`src/logic/pad_pkg.sv`:
```
package pad_pkg;

    // nes timing in clk cycles
    localparam int latch_cycles    = 300; // latch pulse, counted 0..latch_cycles
    localparam int bit_cycles      = 300; // one full nes clock period
    localparam int half_bit_cycles = 150; // sample point, nes_clk falls after it

    // frame sizes
    localparam int snes_bits = 12; // bits per adapter frame
    localparam int nes_bits  = 8;  // buttons on a nes pad

    typedef logic [10:0]          count_t;     // poller cycle counter, holds up to 300
    typedef logic [snes_bits-1:0] raw_frame_t; // adapter frame as shifted in

    // one bit per button, 1 = pressed
    // field order is the adapter bit order, msb first
    typedef struct packed {
        logic b;
        logic y;      // snes only
        logic select;
        logic start;
        logic up;
        logic down;
        logic left;
        logic right;
        logic a;
        logic x;      // snes only
        logic l;      // snes only
        logic r;      // snes only
    } pad_buttons_t;

    // poller states
    // latch pulse first, then one state per nes button in shift order
    typedef enum logic [3:0] {
        latch_en,
        read_a,      // a is on the pin while latch is still high
        read_b,
        read_select,
        read_start,
        read_up,
        read_down,
        read_left,
        read_right   // last button, frame goes out when it ends
    } nes_state_t;

endpackage
```
`src/logic/pad_top.sv`:
```
module pad_top (
    input  logic                  clk,
    input  logic                  rst_n,
    // nes controller port
    input  logic                  nes_data,
    output logic                  nes_latch,
    output logic                  nes_clk,
    // snes adapter, three pins
    input  logic                  pmod_data,
    input  logic                  pmod_clk,
    input  logic                  pmod_latch,
    // merged state
    output pad_pkg::pad_buttons_t buttons,
    output logic                  snes_active  // 1 = snes pad in use
);

    // nes path
    pad_pkg::pad_buttons_t nes_buttons;
    logic                  nes_valid;

    // snes path, receiver then decoder
    pad_pkg::raw_frame_t   raw;
    logic                  raw_valid;
    pad_pkg::pad_buttons_t snes_buttons;
    logic                  snes_present;
    logic                  snes_valid;

    nes_poller i_nes_poller (
        .clk         (clk),
        .rst_n       (rst_n),
        .nes_data    (nes_data),
        .nes_latch   (nes_latch),
        .nes_clk     (nes_clk),
        .nes_buttons (nes_buttons),
        .nes_valid   (nes_valid)
    );

    pmod_receiver i_pmod_receiver (
        .clk        (clk),
        .rst_n      (rst_n),
        .pmod_data  (pmod_data),
        .pmod_clk   (pmod_clk),
        .pmod_latch (pmod_latch),
        .raw        (raw),
        .raw_valid  (raw_valid)   // 3 cycles after pin latch rise
    );

    pmod_decoder i_pmod_decoder (
        .clk          (clk),
        .rst_n        (rst_n),
        .raw          (raw),
        .raw_valid    (raw_valid),
        .snes_buttons (snes_buttons),
        .snes_present (snes_present),
        .snes_valid   (snes_valid)
    );

    // buttons move 1 cycle after either valid
    pad_select i_pad_select (
        .clk          (clk),
        .rst_n        (rst_n),
        .nes_buttons  (nes_buttons),
        .nes_valid    (nes_valid),
        .snes_buttons (snes_buttons),
        .snes_present (snes_present),
        .snes_valid   (snes_valid),
        .buttons      (buttons),
        .snes_active  (snes_active)
    );

endmodule

```
`src/logic/pad_select.sv`:
```
module pad_select (
    input  logic                  clk,
    input  logic                  rst_n,
    input  pad_pkg::pad_buttons_t nes_buttons,
    input  logic                  nes_valid,
    input  pad_pkg::pad_buttons_t snes_buttons,
    input  logic                  snes_present,
    input  logic                  snes_valid,
    output pad_pkg::pad_buttons_t buttons,      // presented state
    output logic                  snes_active   // 1 = snes frame shown
);

    pad_pkg::pad_buttons_t nes_store;  // latest nes frame
    pad_pkg::pad_buttons_t snes_store; // latest snes frame
    logic                  snes_flag;  // presence of the latest snes frame

    // the two sources update independently, either may come any cycle
    always_ff @(posedge clk) begin
        if (!rst_n) begin
            nes_store  <= '0;
            snes_store <= '0;
            snes_flag  <= 1'b0;
        end else begin
            if (nes_valid) begin
                nes_store <= nes_buttons; // poller holds x, y, l, r at 0
            end
            if (snes_valid) begin
                snes_store <= snes_buttons;
                snes_flag  <= snes_present;
            end
        end
    end

    assign buttons     = snes_flag ? snes_store : nes_store; // snes wins when present
    assign snes_active = snes_flag;

    // nes fallback never reports snes only buttons
    a_nes_no_extra: assert property (@(posedge clk) disable iff (!rst_n)
        !snes_active |-> !(buttons.x || buttons.y || buttons.l || buttons.r));

endmodule

```
`src/logic/pmod_decoder.sv`:
```
module pmod_decoder (
    input  logic                  clk,
    input  logic                  rst_n,
    input  pad_pkg::raw_frame_t   raw,          // frame from the receiver
    input  logic                  raw_valid,
    output pad_pkg::pad_buttons_t snes_buttons, // 1 = pressed
    output logic                  snes_present, // 0 when the frame was all ones
    output logic                  snes_valid    // raw_valid one cycle later
);

    logic                  absent;  // adapter sends all ones with no pad plugged
    pad_pkg::pad_buttons_t decoded;

    assign absent = (raw == '1);

    // bit 11 is b, down to bit 0 is r, same as the struct order
    assign decoded = absent ? '0 : pad_pkg::pad_buttons_t'(raw);

    always_ff @(posedge clk) begin
        if (!rst_n) begin
            snes_valid   <= 1'b0;
            snes_present <= 1'b0;
        end else begin
            snes_valid <= raw_valid;
            if (raw_valid) begin
                snes_present <= ~absent;
            end
        end
    end

    // button payload, follows the valid
    always_ff @(posedge clk) begin
        if (raw_valid) begin
            snes_buttons <= decoded;
        end
    end

endmodule

```
`src/logic/pmod_receiver.sv`:
```
module pmod_receiver (
    input  logic                clk,
    input  logic                rst_n,
    input  logic                pmod_data,  // async serial data from the adapter
    input  logic                pmod_clk,   // async shift clock, data taken on rise
    input  logic                pmod_latch, // async frame strobe
    output pad_pkg::raw_frame_t raw,        // last captured frame, all ones = no pad
    output logic                raw_valid   // one cycle per captured frame
);

    // two flop synchronizers, bit 1 is the safe side
    logic [1:0] data_sync;
    logic [1:0] clk_sync;
    logic [1:0] latch_sync;

    logic clk_prev;    // for edge detect on synced pmod_clk
    logic latch_prev;  // same for pmod_latch
    logic clk_rise;
    logic latch_rise;

    pad_pkg::raw_frame_t shift_reg; // newest bit at the low end

    assign clk_rise   = clk_sync[1] & ~clk_prev;
    assign latch_rise = latch_sync[1] & ~latch_prev;

    always_ff @(posedge clk) begin
        if (!rst_n) begin
            data_sync  <= 2'b00;
            clk_sync   <= 2'b00;
            latch_sync <= 2'b00;
        end else begin
            data_sync  <= {data_sync[0], pmod_data};
            clk_sync   <= {clk_sync[0], pmod_clk};
            latch_sync <= {latch_sync[0], pmod_latch};
        end
    end

    // capture runs only out of reset
    always_ff @(posedge clk) begin
        if (!rst_n) begin
            clk_prev   <= 1'b0;
            latch_prev <= 1'b0;
            shift_reg  <= '1;  // reads as not present until a frame arrives
            raw        <= '1;
            raw_valid  <= 1'b0;
        end else begin
            clk_prev   <= clk_sync[1];
            latch_prev <= latch_sync[1];
            raw_valid  <= latch_rise; // pin rise to here is 3 cycles
            if (latch_rise) begin
                raw <= shift_reg;
            end
            if (clk_rise) begin
                shift_reg <= {shift_reg[pad_pkg::snes_bits-2:0], data_sync[1]};
            end
        end
    end

    // a latch edge needs the synced level to go low and high again
    a_raw_valid_single: assert property (@(posedge clk) disable iff (!rst_n)
        raw_valid |=> !raw_valid);

endmodule

```
`src/logic/nes_poller.sv`:
```
module nes_poller (
    input  logic                  clk,
    input  logic                  rst_n,
    input  logic                  nes_data,    // serial pad data, low = pressed
    output logic                  nes_latch,   // parallel load strobe to the pad
    output logic                  nes_clk,     // shift clock to the pad
    output pad_pkg::pad_buttons_t nes_buttons, // x, y, l, r always 0
    output logic                  nes_valid    // one cycle per polled frame
);

    pad_pkg::nes_state_t          state;
    pad_pkg::nes_state_t          state_next;
    pad_pkg::count_t              count;        // cycles spent in current state
    pad_pkg::count_t              end_count;    // last count of current state
    pad_pkg::count_t              sample_count; // count at which nes_data is taken
    logic                         state_done;
    logic                         sample_en;
    logic                         frame_end;    // read_right finishing
    logic [pad_pkg::nes_bits-1:0] sample_sr;    // a enters first, right last
    pad_pkg::pad_buttons_t        frame;

    // state length, the same rule for every read state
    always_comb begin
        case (state)
            pad_pkg::latch_en: end_count = pad_pkg::count_t'(pad_pkg::latch_cycles);
            pad_pkg::read_a:   end_count = pad_pkg::count_t'(pad_pkg::half_bit_cycles);
            default:           end_count = pad_pkg::count_t'(pad_pkg::bit_cycles);
        endcase
    end

    // a is already on the pin at latch, the rest mid pulse
    assign sample_count = (state == pad_pkg::read_a) ? '0 :
                          pad_pkg::count_t'(pad_pkg::half_bit_cycles);

    assign state_done = (count == end_count);
    assign sample_en  = (state != pad_pkg::latch_en) && (count == sample_count);
    assign frame_end  = state_done && (state == pad_pkg::read_right);

    // states are laid out in shift order, so next is just +1
    always_comb begin
        if (state >= pad_pkg::read_right) begin
            state_next = pad_pkg::latch_en; // wrap, also catches unused codes
        end else begin
            state_next = pad_pkg::nes_state_t'(state + 4'd1);
        end
    end

    // control path
    // pin outputs are registered from the current state, one cycle behind it
    always_ff @(posedge clk) begin
        if (!rst_n) begin
            state     <= pad_pkg::latch_en;
            count     <= '0;
            nes_latch <= 1'b0;
            nes_clk   <= 1'b0;
            nes_valid <= 1'b0;
        end else begin
            if (state_done) begin
                state <= state_next;
                count <= '0;
            end else begin
                count <= count + 1'b1;
            end
            nes_latch <= (state == pad_pkg::latch_en);
            // pulse high for the first half of each read state after read_a
            nes_clk   <= (state != pad_pkg::latch_en) && (state != pad_pkg::read_a) &&
                         (count <= pad_pkg::count_t'(pad_pkg::half_bit_cycles));
            nes_valid <= frame_end;
        end
    end

    // pins are active low, flip to pressed = 1
    always_comb begin
        frame        = '0; // x, y, l, r do not exist on a nes pad
        frame.a      = ~sample_sr[7];
        frame.b      = ~sample_sr[6];
        frame.select = ~sample_sr[5];
        frame.start  = ~sample_sr[4];
        frame.up     = ~sample_sr[3];
        frame.down   = ~sample_sr[2];
        frame.left   = ~sample_sr[1];
        frame.right  = ~sample_sr[0];
    end

    // data path
    always_ff @(posedge clk) begin
        if (sample_en) begin
            sample_sr <= {sample_sr[pad_pkg::nes_bits-2:0], nes_data};
        end
        if (frame_end) begin
            nes_buttons <= frame; // right was sampled at mid pulse, all 8 are in
        end
    end

    // the pad would see a clock edge during parallel load
    a_latch_clk_excl: assert property (@(posedge clk) disable iff (!rst_n)
        nes_latch |-> !nes_clk);

endmodule

```
`config.mk`:
```
export PLATFORM = sky130hd
export DESIGN_NAME = pad_top
export DESIGN_NICKNAME = d
export VERILOG_FILES = /design/src/logic/pad_pkg.sv /design/src/logic/pad_top.sv /design/src/logic/pad_select.sv /design/src/logic/pmod_decoder.sv /design/src/logic/pmod_receiver.sv /design/src/logic/nes_poller.sv
export SDC_FILE = /design/constraint.sdc
export NUM_CORES = 1
export LEC_CHECK = 0
export ABC_CLOCK_PERIOD_IN_PS = 1900
export BUFFER_PORTS_ARGS = -buffer_cell sky130_fd_sc_hd__buf_4
export CORE_ASPECT_RATIO = 2
export CORE_UTILIZATION = 30
export CTS_CLUSTER_SIZE = 10
export DETAILED_ROUTE_END_ITERATION = 10
export GPL_TIMING_DRIVEN = 0
export SETUP_SLACK_MARGIN = 0.02
export SYNTH_ARGS = -nofsm -noshare
export SYNTH_HDL_FRONTEND = slang
export SYNTH_SLANG_ARGS = --single-unit
```
`constraint.sdc`:
```
create_clock -name clk -period 1.9 [get_ports clk]
set_input_delay 0.38 -clock clk [delete_from_list [all_inputs] [get_ports clk]]
set_output_delay 0.38 -clock clk [all_outputs]
set_load 0.02 [all_outputs]
```
# ---- After elaboration in Yosys (flattened, before gate mapping)
# Cells that the tools add are included.
# Widths: inputs -> output; s select.
dict set report totals {
  reg_bits 102
  input_bits 6
  output_inout_bits 15
  word_cells 92
}
dict set report op_classes {
  add_sub_neg 2
  n_lt_le_gt_ge 2
  n_eq_ne 6
  mux 4
  n_bitwise 14
  n_reduce_logical 7
}
# cell n
set ops {}
lappend ops {{$eq 12x12->1 const B} 1}
lappend ops {{$mux 12} 1}
lappend ops {{$not 1->1} 12}
lappend ops {{$add 11x1->11 const B} 1}
lappend ops {{$eq 11x11->1} 1}
lappend ops {{$eq 11x9->1} 1}
lappend ops {{$le 11x8->1 const B} 1}
lappend ops {{$mux 9} 1}
lappend ops {{$mux 8} 1}
lappend ops {{$add 4x1->4 const B} 1}
lappend ops {{$eq 4x1->1 const B} 1}
lappend ops {{$eq 4x4->1 const B} 1}
lappend ops {{$ge 4x4->1 const B} 1}
lappend ops {{$logic_and 1x1->1} 4}
lappend ops {{$logic_not 4->1} 1}
lappend ops {{$mux 4} 1}
lappend ops {{$ne 4x1->1 const B} 1}
lappend ops {{$reduce_bool 4->1} 1}
lappend ops {{$and 1x1->1} 2}
lappend ops {{$reduce_or 2->1} 1}

# ---- Logic depth before layout (Yosys ltp)
dict set report depth {
  ltp_word 4
  depth_mapped 8
  mapped_depth_nobuf 6
}

# ---- Cells and area by module
# From an unflattened synthesis, not the netlist that was laid out.
dict set report hier_totals {
  hier_cells 369
  hier_area_um2 4585.6
}
# module instances cells_each area_per_inst_um2
set by_module_without_submodules {}
lappend by_module_without_submodules {nes_poller 1 142 1666.6}
lappend by_module_without_submodules {pmod_receiver 1 99 1272.5}
lappend by_module_without_submodules {pad_select 1 93 1094.8}
lappend by_module_without_submodules {pmod_decoder 1 35 551.8}

# ---- Least setup slack after synthesis
# No wires, ideal clock.
dict set report synth_timing {
  path_type {reg-to-reg}
  from {register i_nes_poller.state[0]}
  to {register i_nes_poller.nes_buttons[11] (netlist name)}
  setup_ps 332
  t_arrival_ps 1630
  required_ps 1568
  path_slack_ps -62
  path_stages_with_launch 7
  period_less_slack_ps 1962
  cell_sequence {dfxtp_1 ha_1 or3b_1 buf_6 mux2i_4 nor2_1 and3_1}
}
dict set report synth_via {
  elab_chain_len 4
}
# element line
set synth_lines {}
lappend synth_lines {{start, declared} nes_poller.sv:11} ;# pad_pkg::nes_state_t state;
lappend synth_lines {{start signal, assigned} nes_poller.sv:52} ;# state <= pad_pkg::latch_en;
lappend synth_lines {{start signal, assigned} nes_poller.sv:59} ;# state <= state_next;
lappend synth_lines {{$eq 4x1->1} nes_poller.sv:24} ;# case (state)
lappend synth_lines {{$mux 9} nes_poller.sv:24}
lappend synth_lines {{$eq 11x9->1} nes_poller.sv:35} ;# assign state_done = (count == end_count);
lappend synth_lines {{$logic_and 1x1->1 *} nes_poller.sv:37} ;# assign frame_end = state_done && (state == pad_pkg::read_right);
lappend synth_lines {{via i_nes_poller.frame_end} nes_poller.sv:18} ;# logic frame_end;
# Mark *: on every way through the listed nets, which the timed path passes. The rest lies on a longest branch.
# A chain may end at the register's enable or synchronous reset.

# ---- Worst setup path in the final report
dict set report layout_timing {
  from {register i_nes_poller.state[1]}
  to {register i_nes_poller.state[0]}
}
dict set report layout_via {
  elab_chain_len 3
}
# element line
set layout_lines {}
lappend layout_lines {{$eq 4x1->1} nes_poller.sv:24}
lappend layout_lines {{$mux 9} nes_poller.sv:24}
lappend layout_lines {{$eq 11x9->1} nes_poller.sv:35}
# Parallel ways exist; a longest one is shown, timed or not.

==> reports/qor.yml <==
max_freq_ghz: 0.543
cts.sinks: 102
netlist.area_leader.share_pct: 37.6
post-route-util_pct: 37.1
io_buffers: 20
grt_pass1_wl_um: 12000
status: "complete, no violations"
yosysUniqueCellTypes: 44
hold_buffers: 0
worstPathArrival_ps: 2110
track_usage_pct: 11.3
grt_pass1_vias: 2578
gp_congestion: 0.748
die_area_sq_um: 13600
critPathLaunch: "i_nes_poller.state[1]"
ir_worst_vdd_mv: 0.682
r2r_slack_ps: 60
drv_cap: 0
hold_viol: 0
boundaryPins: 21
core_sq_um: 12700
relSlewSlack_pct: 61.9
cp-start-kind: "flip-flop"
fin_worst_skew_ps: 9.54
end_kind: "flip-flop"
finalMaxSlewViolations: 0
fill_cells: 1230
layout_common_cells: "dfxtp_1 (71), nand2_1 (53), nor2_1 (35)"
die_h_um: 164
postSynthAreaPerCell_sq_um: 10.5
leakagePower_nw: 1.86
cp_max_fo: 8
rows: 58
worstSkewPairLatency_ps: 340
drc: 0
antenna_cells: 0
vias: 2595
synthCells: 376
root_buffer: "clkbuf_16"
dp_slack_ps: -183
wl_per_cell_um: 12.9
antenna_found_initial: 0
setup_tns_ps: 0
fp.dieW_um: 83.1
timing.rr.end: "i_nes_poller.state[0]"
viasPerCell: 4.60
finalSetupViolations: 0
synth_top_cell_by_area: "dfxtp_1"
hold_class: "input port to flip-flop"
period_needed_ps: 1840
place_hpwl_um: 5280
cts.clk_slew.worst_paths_ps: 70
h-tree-depth: 3
worstSetupEndpoint: "i_nes_poller.state[0]"
drive_above_1_share_pct: 18.1
wl_um: 7290
grt_max_degree: 18
syn_nets: 387
tightest_slew_ps: 571
ant_nets: 0
drt-initial-drc-count: 116
powerDensity_nw_per_um2: 977
nets: 420
yosys-top-cells-area: "dfxtp_1 (38%), edfxtp_1 (21%), mux2i_1 (5.6%)"
r2r_start: "i_nes_poller.state[1]"
syn-cell-area_sq_um: 3940
reg2reg_depth: 6
path_cells: "inv_2 -> ha_4 -> or3b_4 -> mux2i_4 -> or4_4 -> a21oi_2"
yosysSeqAreaShare_pct: 58.9
layout_commonest_cell: "dfxtp_1"
cp.depth: 6
dr.pass1.iters: 4
fin_ws_ps: 56.7
grt.overflow.total: 0
yosysWarnings: 0
post-route-period-util_pct: 97.0
start_util_pct: 31.0
grt_setup_unrepaired: "true"
totalPowerFinal_mw: 4.60
cp_slowest_cell: "or4_4"
cts_tree: "yes"
ys_ff_latch: 102
required_ps: 2170
path_buf_inv: 1
crit_type: "flip-flop to flip-flop"
clockBufferDepth: 2
cts_buffers: 9
crit_family: "simple AND/OR/NAND/NOR gates"
area_growth_pct: 19.5
worst_path_largest_cell_delay_ps: 500
## timing repair
item | in CTS | in global routing
pin swaps | 5 | 1
buffers inserted | 3 | 0
resized for setup | 8 | 11
endpoints found under the setup margin | 36 | 43
## metal layers
| metal | track usage (%) | part of all wire, % | vias up |
|---|---|---|---|
| met1 | 10.6 | 38 | 1225 |
| met4 | 6.19 | 1.9 | 0 |
| met3 | 2.66 | 2.3 | 7 |
| met5 | 0 | 0 | - |
| met2 | 22.2 | 58 | 26 |
| li1 | - | - | 1337 |
## cells in the mapped netlist, drive strengths merged
master / instances
dfxtp: 74
nand2: 53
nor2: 36
edfxtp: 28
nand3: 27
and2: 23
mux2i: 23
clkbuf: 14
inv: 13
mux2: 9
a21oi: 7
buf: 7
nand4: 7
nor2b: 6
o21ai: 6
ha: 5
xnor2: 4
xor2: 4
and3: 3
nand2b: 3
or4: 3
and4: 2
nor3: 2
nor3b: 2
nor4: 2
a2111oi: 1
a211o: 1
a31oi: 1
and2b: 1
and4bb: 1
nand4b: 1
o2111a: 1
o2111ai: 1
o211ai: 1
o21bai: 1
o31ai: 1
or3: 1
or3b: 1
## through the flow
stage                     hold slack (ps)  instances  cell area, sq um
after floorplan                       406        376              3950
after global placement                417        546              4290
after detailed placement              421        546              4290
after CTS                             204        565              4670
after global routing                  208        564              4710
final                                 223        564              4710
## kinds of logic after synthesis
group                    synth area share [%]
buffers and inverters                    3.78
flip-flops                               58.9
AO/OA/AOI/OAI                            3.33
XOR/XNOR                                 1.78
adder cells (fa/ha/maj)                  1.59
AND/OR/NAND/NOR                          21.9
multiplexers                             8.73
## worst min path at each step
stage / slack (ps) / cells past startpoint / startpoint / end
finish: 220 / 1 / nes_data / i_nes_poller.sample_sr[0]
global route: 210 / 1 / nes_data / i_nes_poller.sample_sr[0]
CTS: 200 / 1 / nes_data / i_nes_poller.sample_sr[0]
detailed placement: 420 / 1 / i_pmod_receiver.data_sync[0] / i_pmod_receiver.data_sync[1]
global placement: 420 / 1 / i_pmod_receiver.clk_sync[0] / i_pmod_receiver.clk_sync[1]
floorplan: 410 / 1 / i_pmod_receiver.latch_prev / i_pmod_receiver.raw_valid
## area by class of cell
| cell class | instances | area (sq um) | share of cell area, % |
|---|---|---|---|
| multi-input combinational | 240 | 1530 | 32.4 |
| clock buffer | 11 | 264 | 5.60 |
| tap | 150 | 188 | 3.98 |
| timing repair buffer | 23 | 173 | 3.67 |
| sequential | 102 | 2330 | 49.4 |
| inverter | 13 | 48.8 | 1.04 |
| clock inverter | 5 | 85.1 | 1.81 |
| buffer | 20 | 98.8 | 2.10 |
## where the power goes
| group | leakage, nW | internal, mW | switching, mW |
|---|---|---|---|
| Clock | 0.168 | 1.28 | 0.797 |
| Sequential | 0.856 | 2.29 | 0.0369 |
| Combinational | 0.839 | 0.0891 | 0.111 |
No activity file was read; power rests on OpenSTA's default activity.
